<file path="src/source/ucodePkg.sv">
`default_nettype none

package ucodePkg;

	//////////////////////////////
	// Micro-op word fields
	//////////////////////////////

	localparam int romDepth = 64;

	typedef logic [$clog2(romDepth)-1:0] uAddr_t;

	// PC and sequencing control
	typedef enum logic [3:0] {
		pcOp,
		pcInc,
		pcEof,
		pcIncEof,
		pcEofFu,
		pcIncEofFu,
		pcUpdateFlags,
		pcIncEofZ,
		pcIncEofNz
	} pcCtl_t;

	typedef enum logic [4:0] {
		opNop, opSma, opSrm, opSx16r,
		opSrx16, opAddx16, opAddx16u, opSubx16,
		opSpc, opInc16, opDec16, opBit,
		opShr, opRrot, opJcb, opZ801bop
	} uopOperation_t;

	typedef enum logic [3:0] {
		rA, rB, rC, rH,
		rPc, rX8, rX16, rNull
	} uopOperand_t;

	// Command as seen by the datapath
	typedef struct packed {
		uopOperation_t operation;
		uopOperand_t   operand;
	} uopCmd_t;

	// One ROM entry
	typedef struct packed {
		pcCtl_t  pcCtl;
		uopCmd_t cmd;
	} uopWord_t;

	typedef enum logic [1:0] {
		reqMain,
		reqPrefix,
		reqCb
	} reqKind_t;

	typedef struct packed {
		reqKind_t   kind;
		logic [7:0] opcode;
	} flowReq_t;

	//////////////////////////////
	// Flow start addresses
	//////////////////////////////

	localparam uAddr_t flowGeneric   = 6'd0;
	localparam uAddr_t flowCbGeneric = 6'd2;
	localparam uAddr_t flowNop       = 6'd3;
	localparam uAddr_t flowLdA       = 6'd4;
	localparam uAddr_t flowLdB       = 6'd7;
	localparam uAddr_t flowLdC       = 6'd10;
	localparam uAddr_t flowIncC      = 6'd13;
	localparam uAddr_t flowDecA      = 6'd14;
	localparam uAddr_t flowDecC      = 6'd15;
	localparam uAddr_t flowAddA      = 6'd16;
	localparam uAddr_t flowAddB      = 6'd19;
	localparam uAddr_t flowSubB      = 6'd22;
	localparam uAddr_t flowSubC      = 6'd25;
	localparam uAddr_t flowJrNz      = 6'd28;
	localparam uAddr_t flowJrZ       = 6'd34;
	localparam uAddr_t flowJr        = 6'd40;
	localparam uAddr_t flowMapCb     = 6'd46;
	localparam uAddr_t flowBit7      = 6'd49;
	localparam uAddr_t flowSrl       = 6'd50;
	localparam uAddr_t flowRr        = 6'd52;

	//////////////////////////////
	// Opcodes
	//////////////////////////////

	localparam logic [7:0] opcNop      = 8'h00;
	localparam logic [7:0] opcLdAn     = 8'h3E;
	localparam logic [7:0] opcLdBn     = 8'h06;
	localparam logic [7:0] opcLdCn     = 8'h0E;
	localparam logic [7:0] opcIncC     = 8'h0C;
	localparam logic [7:0] opcDecA     = 8'h3D;
	localparam logic [7:0] opcDecC     = 8'h0D;
	localparam logic [7:0] opcAddA     = 8'h87;
	localparam logic [7:0] opcAddB     = 8'h80;
	localparam logic [7:0] opcSubB     = 8'h90;
	localparam logic [7:0] opcSubC     = 8'h91;
	localparam logic [7:0] opcJrNz     = 8'h20;
	localparam logic [7:0] opcJrZ      = 8'h28;
	localparam logic [7:0] opcJr       = 8'h18;
	localparam logic [7:0] opcPrefixCb = 8'hCB;

	// Second byte after the CB prefix
	localparam logic [7:0] cbBit7H = 8'h7C;
	localparam logic [7:0] cbSrlB  = 8'h38;
	localparam logic [7:0] cbRrB   = 8'h18;
	localparam logic [7:0] cbRrC   = 8'h19;
	localparam logic [7:0] cbRrD   = 8'h1A;
	localparam logic [7:0] cbRrE   = 8'h1B;
	localparam logic [7:0] cbRrH   = 8'h1C;
	localparam logic [7:0] cbRrL   = 8'h1D;
	localparam logic [7:0] cbRrA   = 8'h1F;

endpackage

`default_nettype wire
</file>
<file path="src/source/ucodeSequencer.sv">
`timescale 1ns/1ps
`default_nettype none

module ucodeSequencer import ucodePkg::*;
(
	input  logic       clock,
	input  logic       arstN,
	input  logic       opcodeValid,
	input  logic [7:0] opcode,
	input  logic       zeroFlag,
	output logic       ready,
	output uopCmd_t    uop,
	output logic       uopValid,
	output logic       pcIncrement,
	output logic       flagsUpdate,
	output logic       flowEnd
);

	flowReq_t request;
	logic     start;
	uAddr_t   startAddr;
	uAddr_t   addr;
	uopWord_t word;
	logic     active;
	logic     lastWord;

	//////////////////////////////
	// Input side
	//////////////////////////////

	opcodeLatch uLatch
	(
		.clock       (clock),
		.arstN       (arstN),
		.opcodeValid (opcodeValid),
		.opcode      (opcode),
		.ready       (ready),
		.request     (request),
		.start       (start)
	);

	flowLookup uLookup
	(
		.request   (request),
		.startAddr (startAddr)
	);

	// Micro-PC and its ROM
	microSequencer uSeq
	(
		.clock     (clock),
		.arstN     (arstN),
		.start     (start),
		.startAddr (startAddr),
		.word      (word),
		.zeroFlag  (zeroFlag),
		.addr      (addr),
		.active    (active),
		.lastWord  (lastWord),
		.ready     (ready)
	);

	microcodeRom uRom
	(
		.addr (addr),
		.word (word)
	);

	//////////////////////////////
	// Output side
	//////////////////////////////

	uopDecoder uDecoder
	(
		.clock       (clock),
		.arstN       (arstN),
		.active      (active),
		.lastWord    (lastWord),
		.word        (word),
		.uop         (uop),
		.uopValid    (uopValid),
		.pcIncrement (pcIncrement),
		.flagsUpdate (flagsUpdate),
		.flowEnd     (flowEnd)
	);

endmodule

`default_nettype wire

</file>
<file path="src/source/uopDecoder.sv">
`timescale 1ns/1ps
`default_nettype none

module uopDecoder import ucodePkg::*;
(
	input  logic     clock,
	input  logic     arstN,
	input  logic     active,
	input  logic     lastWord,
	input  uopWord_t word,
	output uopCmd_t  uop,
	output logic     uopValid,
	output logic     pcIncrement,
	output logic     flagsUpdate,
	output logic     flowEnd
);

	logic incStrobe;
	logic fuStrobe;

	// Inc forms raise the strobe whether or not their condition ends the flow
	always_comb
	begin
		incStrobe = 1'b0;
		fuStrobe  = 1'b0;
		case (word.pcCtl)
			pcInc, pcIncEof, pcIncEofZ, pcIncEofNz:
				incStrobe = 1'b1;
			pcIncEofFu:
			begin
				incStrobe = 1'b1;
				fuStrobe  = 1'b1;
			end
			pcEofFu, pcUpdateFlags:
				fuStrobe = 1'b1;
			default:
				incStrobe = 1'b0;
		endcase
	end

	always_ff @(posedge clock or negedge arstN)
	begin
		if (!arstN)
		begin
			uopValid    <= 1'b0;
			pcIncrement <= 1'b0;
			flagsUpdate <= 1'b0;
			flowEnd     <= 1'b0;
		end
		else
		begin
			uopValid    <= active;
			pcIncrement <= active && incStrobe;
			flagsUpdate <= active && fuStrobe;
			flowEnd     <= lastWord;
		end
	end

	always_ff @(posedge clock)
	begin
		uop <= word.cmd;
	end

endmodule

`default_nettype wire

</file>
<file path="src/source/microSequencer.sv">
`timescale 1ns/1ps
`default_nettype none

module microSequencer import ucodePkg::*;
(
	input  logic     clock,
	input  logic     arstN,
	input  logic     start,
	input  uAddr_t   startAddr,
	input  uopWord_t word,
	input  logic     zeroFlag,
	output uAddr_t   addr,
	output logic     active,
	output logic     lastWord,
	output logic     ready
);

	typedef enum logic {
		seqIdle,
		seqRun
	} seqState_t;

	seqState_t state;
	logic      endNow;
	logic      load;

	// End of flow for the word at the micro-PC
	always_comb
	begin
		case (word.pcCtl)
			pcEof, pcIncEof, pcEofFu, pcIncEofFu:
				endNow = 1'b1;
			pcIncEofZ:
				endNow = zeroFlag;
			pcIncEofNz:
				endNow = !zeroFlag;
			default:
				endNow = 1'b0;
		endcase
	end

	assign active   = (state == seqRun);
	assign lastWord = active && endNow;
	assign load     = start && (!active || lastWord);

	// Low while a start is pending so a second byte is not taken early
	assign ready = (!active && !start) || lastWord;

	always_ff @(posedge clock or negedge arstN)
	begin
		if (!arstN)
		begin
			state <= seqIdle;
			addr  <= '0;
		end
		else if (load)
		begin
			state <= seqRun;
			addr  <= startAddr;
		end
		else if (lastWord)
		begin
			state <= seqIdle;
		end
		else if (active)
		begin
			addr <= addr + uAddr_t'(1);
		end
	end

endmodule

`default_nettype wire

</file>
<file path="src/source/microcodeRom.sv">
`timescale 1ns/1ps
`default_nettype none

module microcodeRom import ucodePkg::*;
(
	input  uAddr_t   addr,
	output uopWord_t word
);

	function automatic uopWord_t mkWord
	(
		input pcCtl_t        ctl,
		input uopOperation_t operation,
		input uopOperand_t   operand
	);
		uopWord_t w;
		w.pcCtl         = ctl;
		w.cmd.operation = operation;
		w.cmd.operand   = operand;
		return w;
	endfunction

	always_comb
	begin
		case (addr)
			// Unknown main opcode
			flowGeneric:       word = mkWord(pcUpdateFlags, opZ801bop, rA);
			flowGeneric + 1:   word = mkWord(pcIncEof, opNop, rNull);
			// Unknown CB opcode
			flowCbGeneric:     word = mkWord(pcIncEofFu, opZ801bop, rA);
			flowNop:           word = mkWord(pcIncEof, opNop, rNull);

			//////////////////////////////
			// Immediate loads
			//////////////////////////////
			flowLdA:           word = mkWord(pcInc, opSma, rPc);
			flowLdA + 1:       word = mkWord(pcInc, opNop, rNull);
			flowLdA + 2:       word = mkWord(pcEof, opSrm, rA);
			flowLdB:           word = mkWord(pcInc, opSma, rPc);
			flowLdB + 1:       word = mkWord(pcInc, opNop, rNull);
			flowLdB + 2:       word = mkWord(pcEof, opSrm, rB);
			flowLdC:           word = mkWord(pcInc, opSma, rPc);
			flowLdC + 1:       word = mkWord(pcInc, opNop, rNull);
			flowLdC + 2:       word = mkWord(pcEof, opSrm, rC);

			// Single step inc and dec
			flowIncC:          word = mkWord(pcIncEofFu, opInc16, rC);
			flowDecA:          word = mkWord(pcIncEofFu, opDec16, rA);
			flowDecC:          word = mkWord(pcIncEofFu, opDec16, rC);

			//////////////////////////////
			// ALU through x16
			//////////////////////////////
			flowAddA:          word = mkWord(pcOp, opSx16r, rA);
			flowAddA + 1:      word = mkWord(pcUpdateFlags, opAddx16u, rA);
			flowAddA + 2:      word = mkWord(pcIncEof, opSrx16, rA);
			flowAddB:          word = mkWord(pcOp, opSx16r, rA);
			flowAddB + 1:      word = mkWord(pcUpdateFlags, opAddx16u, rB);
			flowAddB + 2:      word = mkWord(pcIncEof, opSrx16, rA);
			flowSubB:          word = mkWord(pcOp, opSx16r, rA);
			flowSubB + 1:      word = mkWord(pcUpdateFlags, opSubx16, rB);
			flowSubB + 2:      word = mkWord(pcIncEof, opSrx16, rA);
			flowSubC:          word = mkWord(pcOp, opSx16r, rA);
			flowSubC + 1:      word = mkWord(pcUpdateFlags, opSubx16, rC);
			flowSubC + 2:      word = mkWord(pcIncEof, opSrx16, rA);

			//////////////////////////////
			// Relative jumps
			//////////////////////////////
			flowJrNz:          word = mkWord(pcInc, opSma, rPc);
			flowJrNz + 1:      word = mkWord(pcOp, opNop, rNull);
			flowJrNz + 2:      word = mkWord(pcIncEofZ, opSrm, rX8);
			flowJrNz + 3:      word = mkWord(pcOp, opSx16r, rPc);
			flowJrNz + 4:      word = mkWord(pcOp, opAddx16, rX8);
			flowJrNz + 5:      word = mkWord(pcEof, opSpc, rX16);
			flowJrZ:           word = mkWord(pcInc, opSma, rPc);
			flowJrZ + 1:       word = mkWord(pcOp, opNop, rNull);
			flowJrZ + 2:       word = mkWord(pcIncEofNz, opSrm, rX8);
			flowJrZ + 3:       word = mkWord(pcOp, opSx16r, rPc);
			flowJrZ + 4:       word = mkWord(pcOp, opAddx16, rX8);
			flowJrZ + 5:       word = mkWord(pcEof, opSpc, rX16);
			// Unconditional jump with offset sign extended by the datapath
			flowJr:            word = mkWord(pcInc, opSma, rPc);
			flowJr + 1:        word = mkWord(pcOp, opNop, rNull);
			flowJr + 2:        word = mkWord(pcInc, opSrm, rX8);
			flowJr + 3:        word = mkWord(pcOp, opSx16r, rPc);
			flowJr + 4:        word = mkWord(pcOp, opAddx16, rX8);
			flowJr + 5:        word = mkWord(pcEof, opSpc, rX16);

			//////////////////////////////
			// CB prefix and its flows
			//////////////////////////////
			flowMapCb:         word = mkWord(pcInc, opSma, rPc);
			flowMapCb + 1:     word = mkWord(pcOp, opNop, rNull);
			flowMapCb + 2:     word = mkWord(pcIncEof, opJcb, rNull);
			flowBit7:          word = mkWord(pcEofFu, opBit, rNull);
			flowSrl:           word = mkWord(pcUpdateFlags, opShr, rNull);
			flowSrl + 1:       word = mkWord(pcEof, opNop, rNull);
			flowRr:            word = mkWord(pcUpdateFlags, opRrot, rNull);
			flowRr + 1:        word = mkWord(pcEof, opNop, rNull);

			default:           word = mkWord(pcOp, opNop, rNull);
		endcase
	end

endmodule

`default_nettype wire

</file>
<file path="src/source/flowLookup.sv">
`timescale 1ns/1ps
`default_nettype none

module flowLookup import ucodePkg::*;
(
	input  flowReq_t request,
	output uAddr_t   startAddr
);

	uAddr_t mainAddr;
	uAddr_t cbAddr;

	//////////////////////////////
	// Main table
	//////////////////////////////

	always_comb
	begin
		case (request.opcode)
			opcNop:  mainAddr = flowNop;
			opcLdAn: mainAddr = flowLdA;
			opcLdBn: mainAddr = flowLdB;
			opcLdCn: mainAddr = flowLdC;
			opcIncC: mainAddr = flowIncC;
			opcDecA: mainAddr = flowDecA;
			opcDecC: mainAddr = flowDecC;
			opcAddA: mainAddr = flowAddA;
			opcAddB: mainAddr = flowAddB;
			opcSubB: mainAddr = flowSubB;
			opcSubC: mainAddr = flowSubC;
			opcJrNz: mainAddr = flowJrNz;
			opcJrZ:  mainAddr = flowJrZ;
			opcJr:   mainAddr = flowJr;
			default: mainAddr = flowGeneric;
		endcase
	end

	//////////////////////////////
	// CB table
	//////////////////////////////

	always_comb
	begin
		case (request.opcode)
			cbBit7H: cbAddr = flowBit7;
			cbSrlB:  cbAddr = flowSrl;
			// All RR register forms share one flow
			cbRrB, cbRrC, cbRrD, cbRrE, cbRrH, cbRrL, cbRrA:
				cbAddr = flowRr;
			default: cbAddr = flowCbGeneric;
		endcase
	end

	always_comb
	begin
		case (request.kind)
			reqPrefix: startAddr = flowMapCb;
			reqCb:     startAddr = cbAddr;
			default:   startAddr = mainAddr;
		endcase
	end

endmodule

`default_nettype wire

</file>
<file path="src/source/opcodeLatch.sv">
`timescale 1ns/1ps
`default_nettype none

module opcodeLatch import ucodePkg::*;
(
	input  logic       clock,
	input  logic       arstN,
	input  logic       opcodeValid,
	input  logic [7:0] opcode,
	input  logic       ready,
	output flowReq_t   request,
	output logic       start
);

	logic     accept;
	logic     prefixState;
	reqKind_t kind;

	assign accept = opcodeValid && ready;

	// Byte after a prefix always goes to the CB table
	always_comb
	begin
		if (prefixState)
			kind = reqCb;
		else if (opcode == opcPrefixCb)
			kind = reqPrefix;
		else
			kind = reqMain;
	end

	always_ff @(posedge clock or negedge arstN)
	begin
		if (!arstN)
		begin
			prefixState <= 1'b0;
			start       <= 1'b0;
		end
		else
		begin
			start <= accept;
			if (accept)
				prefixState <= (kind == reqPrefix);
		end
	end

	always_ff @(posedge clock)
	begin
		if (accept)
		begin
			request.kind   <= kind;
			request.opcode <= opcode;
		end
	end

endmodule

`default_nettype wire

</file>
<file path="config.mk">
export PLATFORM = sky130hd
export DESIGN_NAME = ucodeSequencer
export DESIGN_NICKNAME = d
export VERILOG_FILES = /design/src/source/ucodePkg.sv /design/src/source/ucodeSequencer.sv /design/src/source/uopDecoder.sv /design/src/source/microSequencer.sv /design/src/source/microcodeRom.sv /design/src/source/flowLookup.sv /design/src/source/opcodeLatch.sv
export SDC_FILE = /design/constraint.sdc
export NUM_CORES = 1
export LEC_CHECK = 0
export BUFFER_PORTS_ARGS = -buffer_cell sky130_fd_sc_hd__clkbuf_2
export CAP_MARGIN = 5
export CORE_MARGIN = 5
export CORE_UTILIZATION = 50
export CTS_CLUSTER_DIAMETER = 100
export DETAILED_ROUTE_END_ITERATION = 7
export PLACE_DENSITY_LB_ADDON = 0.12
export SLEW_MARGIN = 20
export SYNTH_ARGS = -nofsm -noshare
export SYNTH_HDL_FRONTEND = slang
export SYNTH_SLANG_ARGS = --single-unit
</file>
<file path="constraint.sdc">
create_clock -name clock -period 3.3 [get_ports clock]
set_clock_uncertainty 0.1 [all_clocks]
set_input_delay 0.66 -clock clock [delete_from_list [all_inputs] [get_ports clock]]
set_output_delay 0.66 -clock clock [all_outputs]
set_load 0.01 [all_outputs]
</file>
==> summary.md <==
| Metric | Value |
|---|---|
| Remaining routing DRC violations | `0` |
| GPL Wtd Cong | `0.887` |
| Global route hottest layer | `met1` |
| Quantity of hold-fixing buffers added after cts | `0` |
| Type of element launching the critical path | `register` |
| Multi-input gate area in the final layout | `0.00175 mm2` |
| Top-level port count | `26` |
| Number of warnings printed during yosys synthesis | `0` |
| Total Wirelength | `7110 um` |
| Share of synthesized area occupied by flip-flops and latches | `29.6%` |
| Worst slack on hold paths | `0.158 ns` |
| Sort of element at the end of the critical path | `primary output` |
| Most instantiated cells after synthesis | `sky130_fd_sc_hd__a21oi_1, sky130_fd_sc_hd__nor2_1, sky130_fd_sc_hd__nand2_1` |
| Cell types with the largest area share after synthesis | `sky130_fd_sc_hd__dfrtp_1, sky130_fd_sc_hd__edfxtp_1, sky130_fd_sc_hd__dfxtp_1` |
| Post-DP HPWL | `4920 um` |
| Final net count | `372` |
| Maximum number of pins on one net before global-route repair | `20` |
| Delay contributed by the slowest stage of the critical path | `0.40 ns` |
| CP cell instances | `inv_2 -> ha_4 -> and2_1 -> o31a_1 -> o221a_4 -> nor4b_4 -> nor3_4 -> a21oi_2 -> buf_2` |
| Final critical-path share of the clock period | `97.9%` |
| Result of the run | `finished, final reports clean` |
| Overall power after layout | `around 4 mW` |
| Vias after detailed routing | `roughly 2,600` |
| Overflow left after global routing | `0` |
| Total Negative Setup Slacks | `0 ns` |
| Post-synth EDFFs | `10` |
| Count of routing violations after the opening detailed-route iteration | `315` |
| Crit path arrival time | `~2.5 ns` |
| Cell with the largest stage delay on the worst path | `sky130_fd_sc_hd__dfrtp_1` |
| VDD IR-drop max | `0.543 mV` |
| Post-DRT Antenna Nets | `0` |
| Worst rel slew slack | `59.5%` |
| Max frequency | `310 MHz` |
| Seq. cell area | `772 um2` |
| Worst Path Required | `2.54 ns` |
| Cell type contributing the most total cell area after synthesis | `sky130_fd_sc_hd__dfrtp_1` |
| First-pass GRT wire length | `11,300 um` |
| Die ar. | `0.00671 mm2` |
| P&R area growth vs syn | `23.6%` |
| Number of cells after detailed placement | `397` |
| Max-slew violation count | `0` |
| # diodes | `0` |
| Met3 track demand over resource in global routing | `3.62%` |
| Clock latency on the worst-skew pair | `0.29 ns` |
| Number of maximum-capacitance violations | `0` |
| Height of the die | `roughly 82 um` |
| Transition time at the pin with the least slew margin | `0.603 ns` |
| Clock root buffer | `sky130_fd_sc_hd__clkbuf_8` |
| Die boundary width | `81.9 um` |
| Share of Yosys cell area claimed by the top area cell type | `12.6%` |
| Met1 demand-to-capacity share in global routing | `between 30% and 40%` |
| Core ar. | `between 0.005 and 0.006 mm2` |
| Clock tree from TritonCTS | `done` |
| Number of levels in the clock H-tree | `2` |
| Number of I/O port buffers | `23` |
| Vias per cell | `roughly 6.1` |
| Initial antenna violation count | `0` |
| Post-synth design cell area | `0.00259 mm2` |
| Row Count | `26` |
| Global router's overall resource usage | `21.8%` |
| Number of sinks driven by the clock tree | `30` |
| Crit Path Category | `register to primary output` |
| Filler Cell Count | `between 400 and 500` |
| Proportion of synthesized flip-flops having asynchronous set or reset | `43.3%` |
| Buffer levels on the longest clock path | `2` |
| Min Clock Period, post-route | `3.23 ns` |
| Post-Syn Area per Cell | `8.45 um2` |
| Number of detailed-route iterations in the first pass | `5` |
| CTS buffer count | `5` |
| Count of final hold-check violations | `0` |
| Starting utilization of the core area | `51.0%` |
| Gate Count Post-Synth | `306` |
| Vias in the first global route | `2,254` |
| Count leader, synth | `sky130_fd_sc_hd__a21oi_1` |
| Leakage power figure | `1.28 nW` |
| Detail-routed net length per standard cell | `about 17 um` |
| Flops & latches, synth | `30` |
| Fraction of layout cells with a size suffix above 1 | `between 20 and 30%` |
| Final number of setup-violating endpoints | `0` |
| Type of the tightest min-delay check | `input pin to async pin` |
| Met2 track demand over resource in global routing | `32.1%` |
| Final instance count without filler cells | `421` |
| Maximum fanout encountered on the critical timing path | `7` |
| Most common flop cell mapped by yosys | `sky130_fd_sc_hd__dfrtp_1` |
| Synth cell types | `69` |
| Clk slew on worst S/H paths | `about 0.070 ns` |
| Pwr dens | `1240 mW/mm2` |
## critical path, delay by kind of cell, from the launching register on
family / cells / cell delay, ns
compound gates: 3 / 0.62
simple gates: 3 / 0.59
flops: 1 / 0.40
buf+inv: 2 / 0.32
fa+ha+maj: 1 / 0.25
## logic make-up after synthesis
group	count (synthesis)	share of synthesized area, %
AOI/OAI and AO/OA	94	26.3
adders and majority gates	10	4.84
buffers and inverters	43	7.84
DFF	30	29.6
xor gates and xnor gates	3	1.02
muxes	15	6.43
and+or+nand+nor	110	23.9
other	1	0.145
## timing repair
item	in CTS	in global routing
endpoints found under the setup margin	1	10
pin swaps	5	10
resized for setup	7	24
buffers inserted	6	10
## sequential cells by signal, indices dropped and copies added (netlist names)
| name | cells |
|---|---|
| uLatch.request | 10 |
| uDecoder.uop | 7 |
| uSeq.addr | 6 |
| uDecoder.flagsUpdate | 1 |
| uDecoder.flowEnd | 1 |
| uDecoder.pcIncrement | 1 |
| uDecoder.uopValid | 1 |
| uLatch.prefixState | 1 |
| uLatch.start | 1 |
| uSeq.active | 1 |
## metal layers
metal,routed length [um],part of all wire [%]
met1,3280,46
met2,3130,44
met3,536,7.5
met4,157,2.2
met5,0,0
## cells in the final DEF, fill, tap and decap left out, types with 7 or more instances in the layout
cell type and n:
sky130_fd_sc_hd__nand2_1 17, sky130_fd_sc_hd__mux2i_1 8, sky130_fd_sc_hd__nor2_1 26, sky130_fd_sc_hd__dfxtp_1 7, sky130_fd_sc_hd__edfxtp_1 10, sky130_fd_sc_hd__dfrtp_1 10, sky130_fd_sc_hd__nand3_1 13, sky130_fd_sc_hd__a21oi_1 26
sky130_fd_sc_hd__inv_1 13, sky130_fd_sc_hd__o21ai_0 15, sky130_fd_sc_hd__clkbuf_2 22, sky130_fd_sc_hd__nor3_1 10, sky130_fd_sc_hd__buf_4 39
## report_power, final
part | leakage, nW | internal, mW | total [mW] | switching, mW
combinational | 0.923 | 1.30 | 2.82 | 1.52
sequential | 0.316 | 0.588 | 0.835 | 0.247
clock | 0.0416 | 0.144 | 0.295 | 0.151
## final cells by class
class                      count  share of cell area, %
clock inverter                 3                  0.509
clock buffer                   5                   2.15
inverter                      15                   1.84
tap                           70                   2.74
timing repair buffer          64                   13.7
sequential                    30                   24.2
multi-input combinational    234                   54.9
## through the flow
stage | instance area [um2] | utilization (%) | setup slack, ns
floorplan | 2590 | - | 0.0218
global placement | 2830 | 55.8 | 0.205
detailed placement | 2830 | 55.8 | 0.147
CTS | 2990 | 59.0 | 0.00146
global route | 3200 | 63.0 | -0.0426
finish | 3200 | 63.0 | 0.0701
## worst paths after layout
| kind | start | end | slack, ns | cells after the start |
|---|---|---|---|---|
| min in group clock | uSeq.active | uDecoder.uopValid | 0.36 | 0 |
| max reg2reg | uSeq.addr[0] | uLatch.request[1] | 0.20 | 10 |
| min reg2reg | uSeq.active | uDecoder.uopValid | 0.36 | 0 |
| max | uSeq.addr[0] | ready | 0.07 | 9 |
| min | arstN | uSeq.addr[2] | 0.16 | 1 |
| max in group asynchronous | arstN | uSeq.addr[3] | 2.65 | 1 |
(Power assumes the default switching activity.)
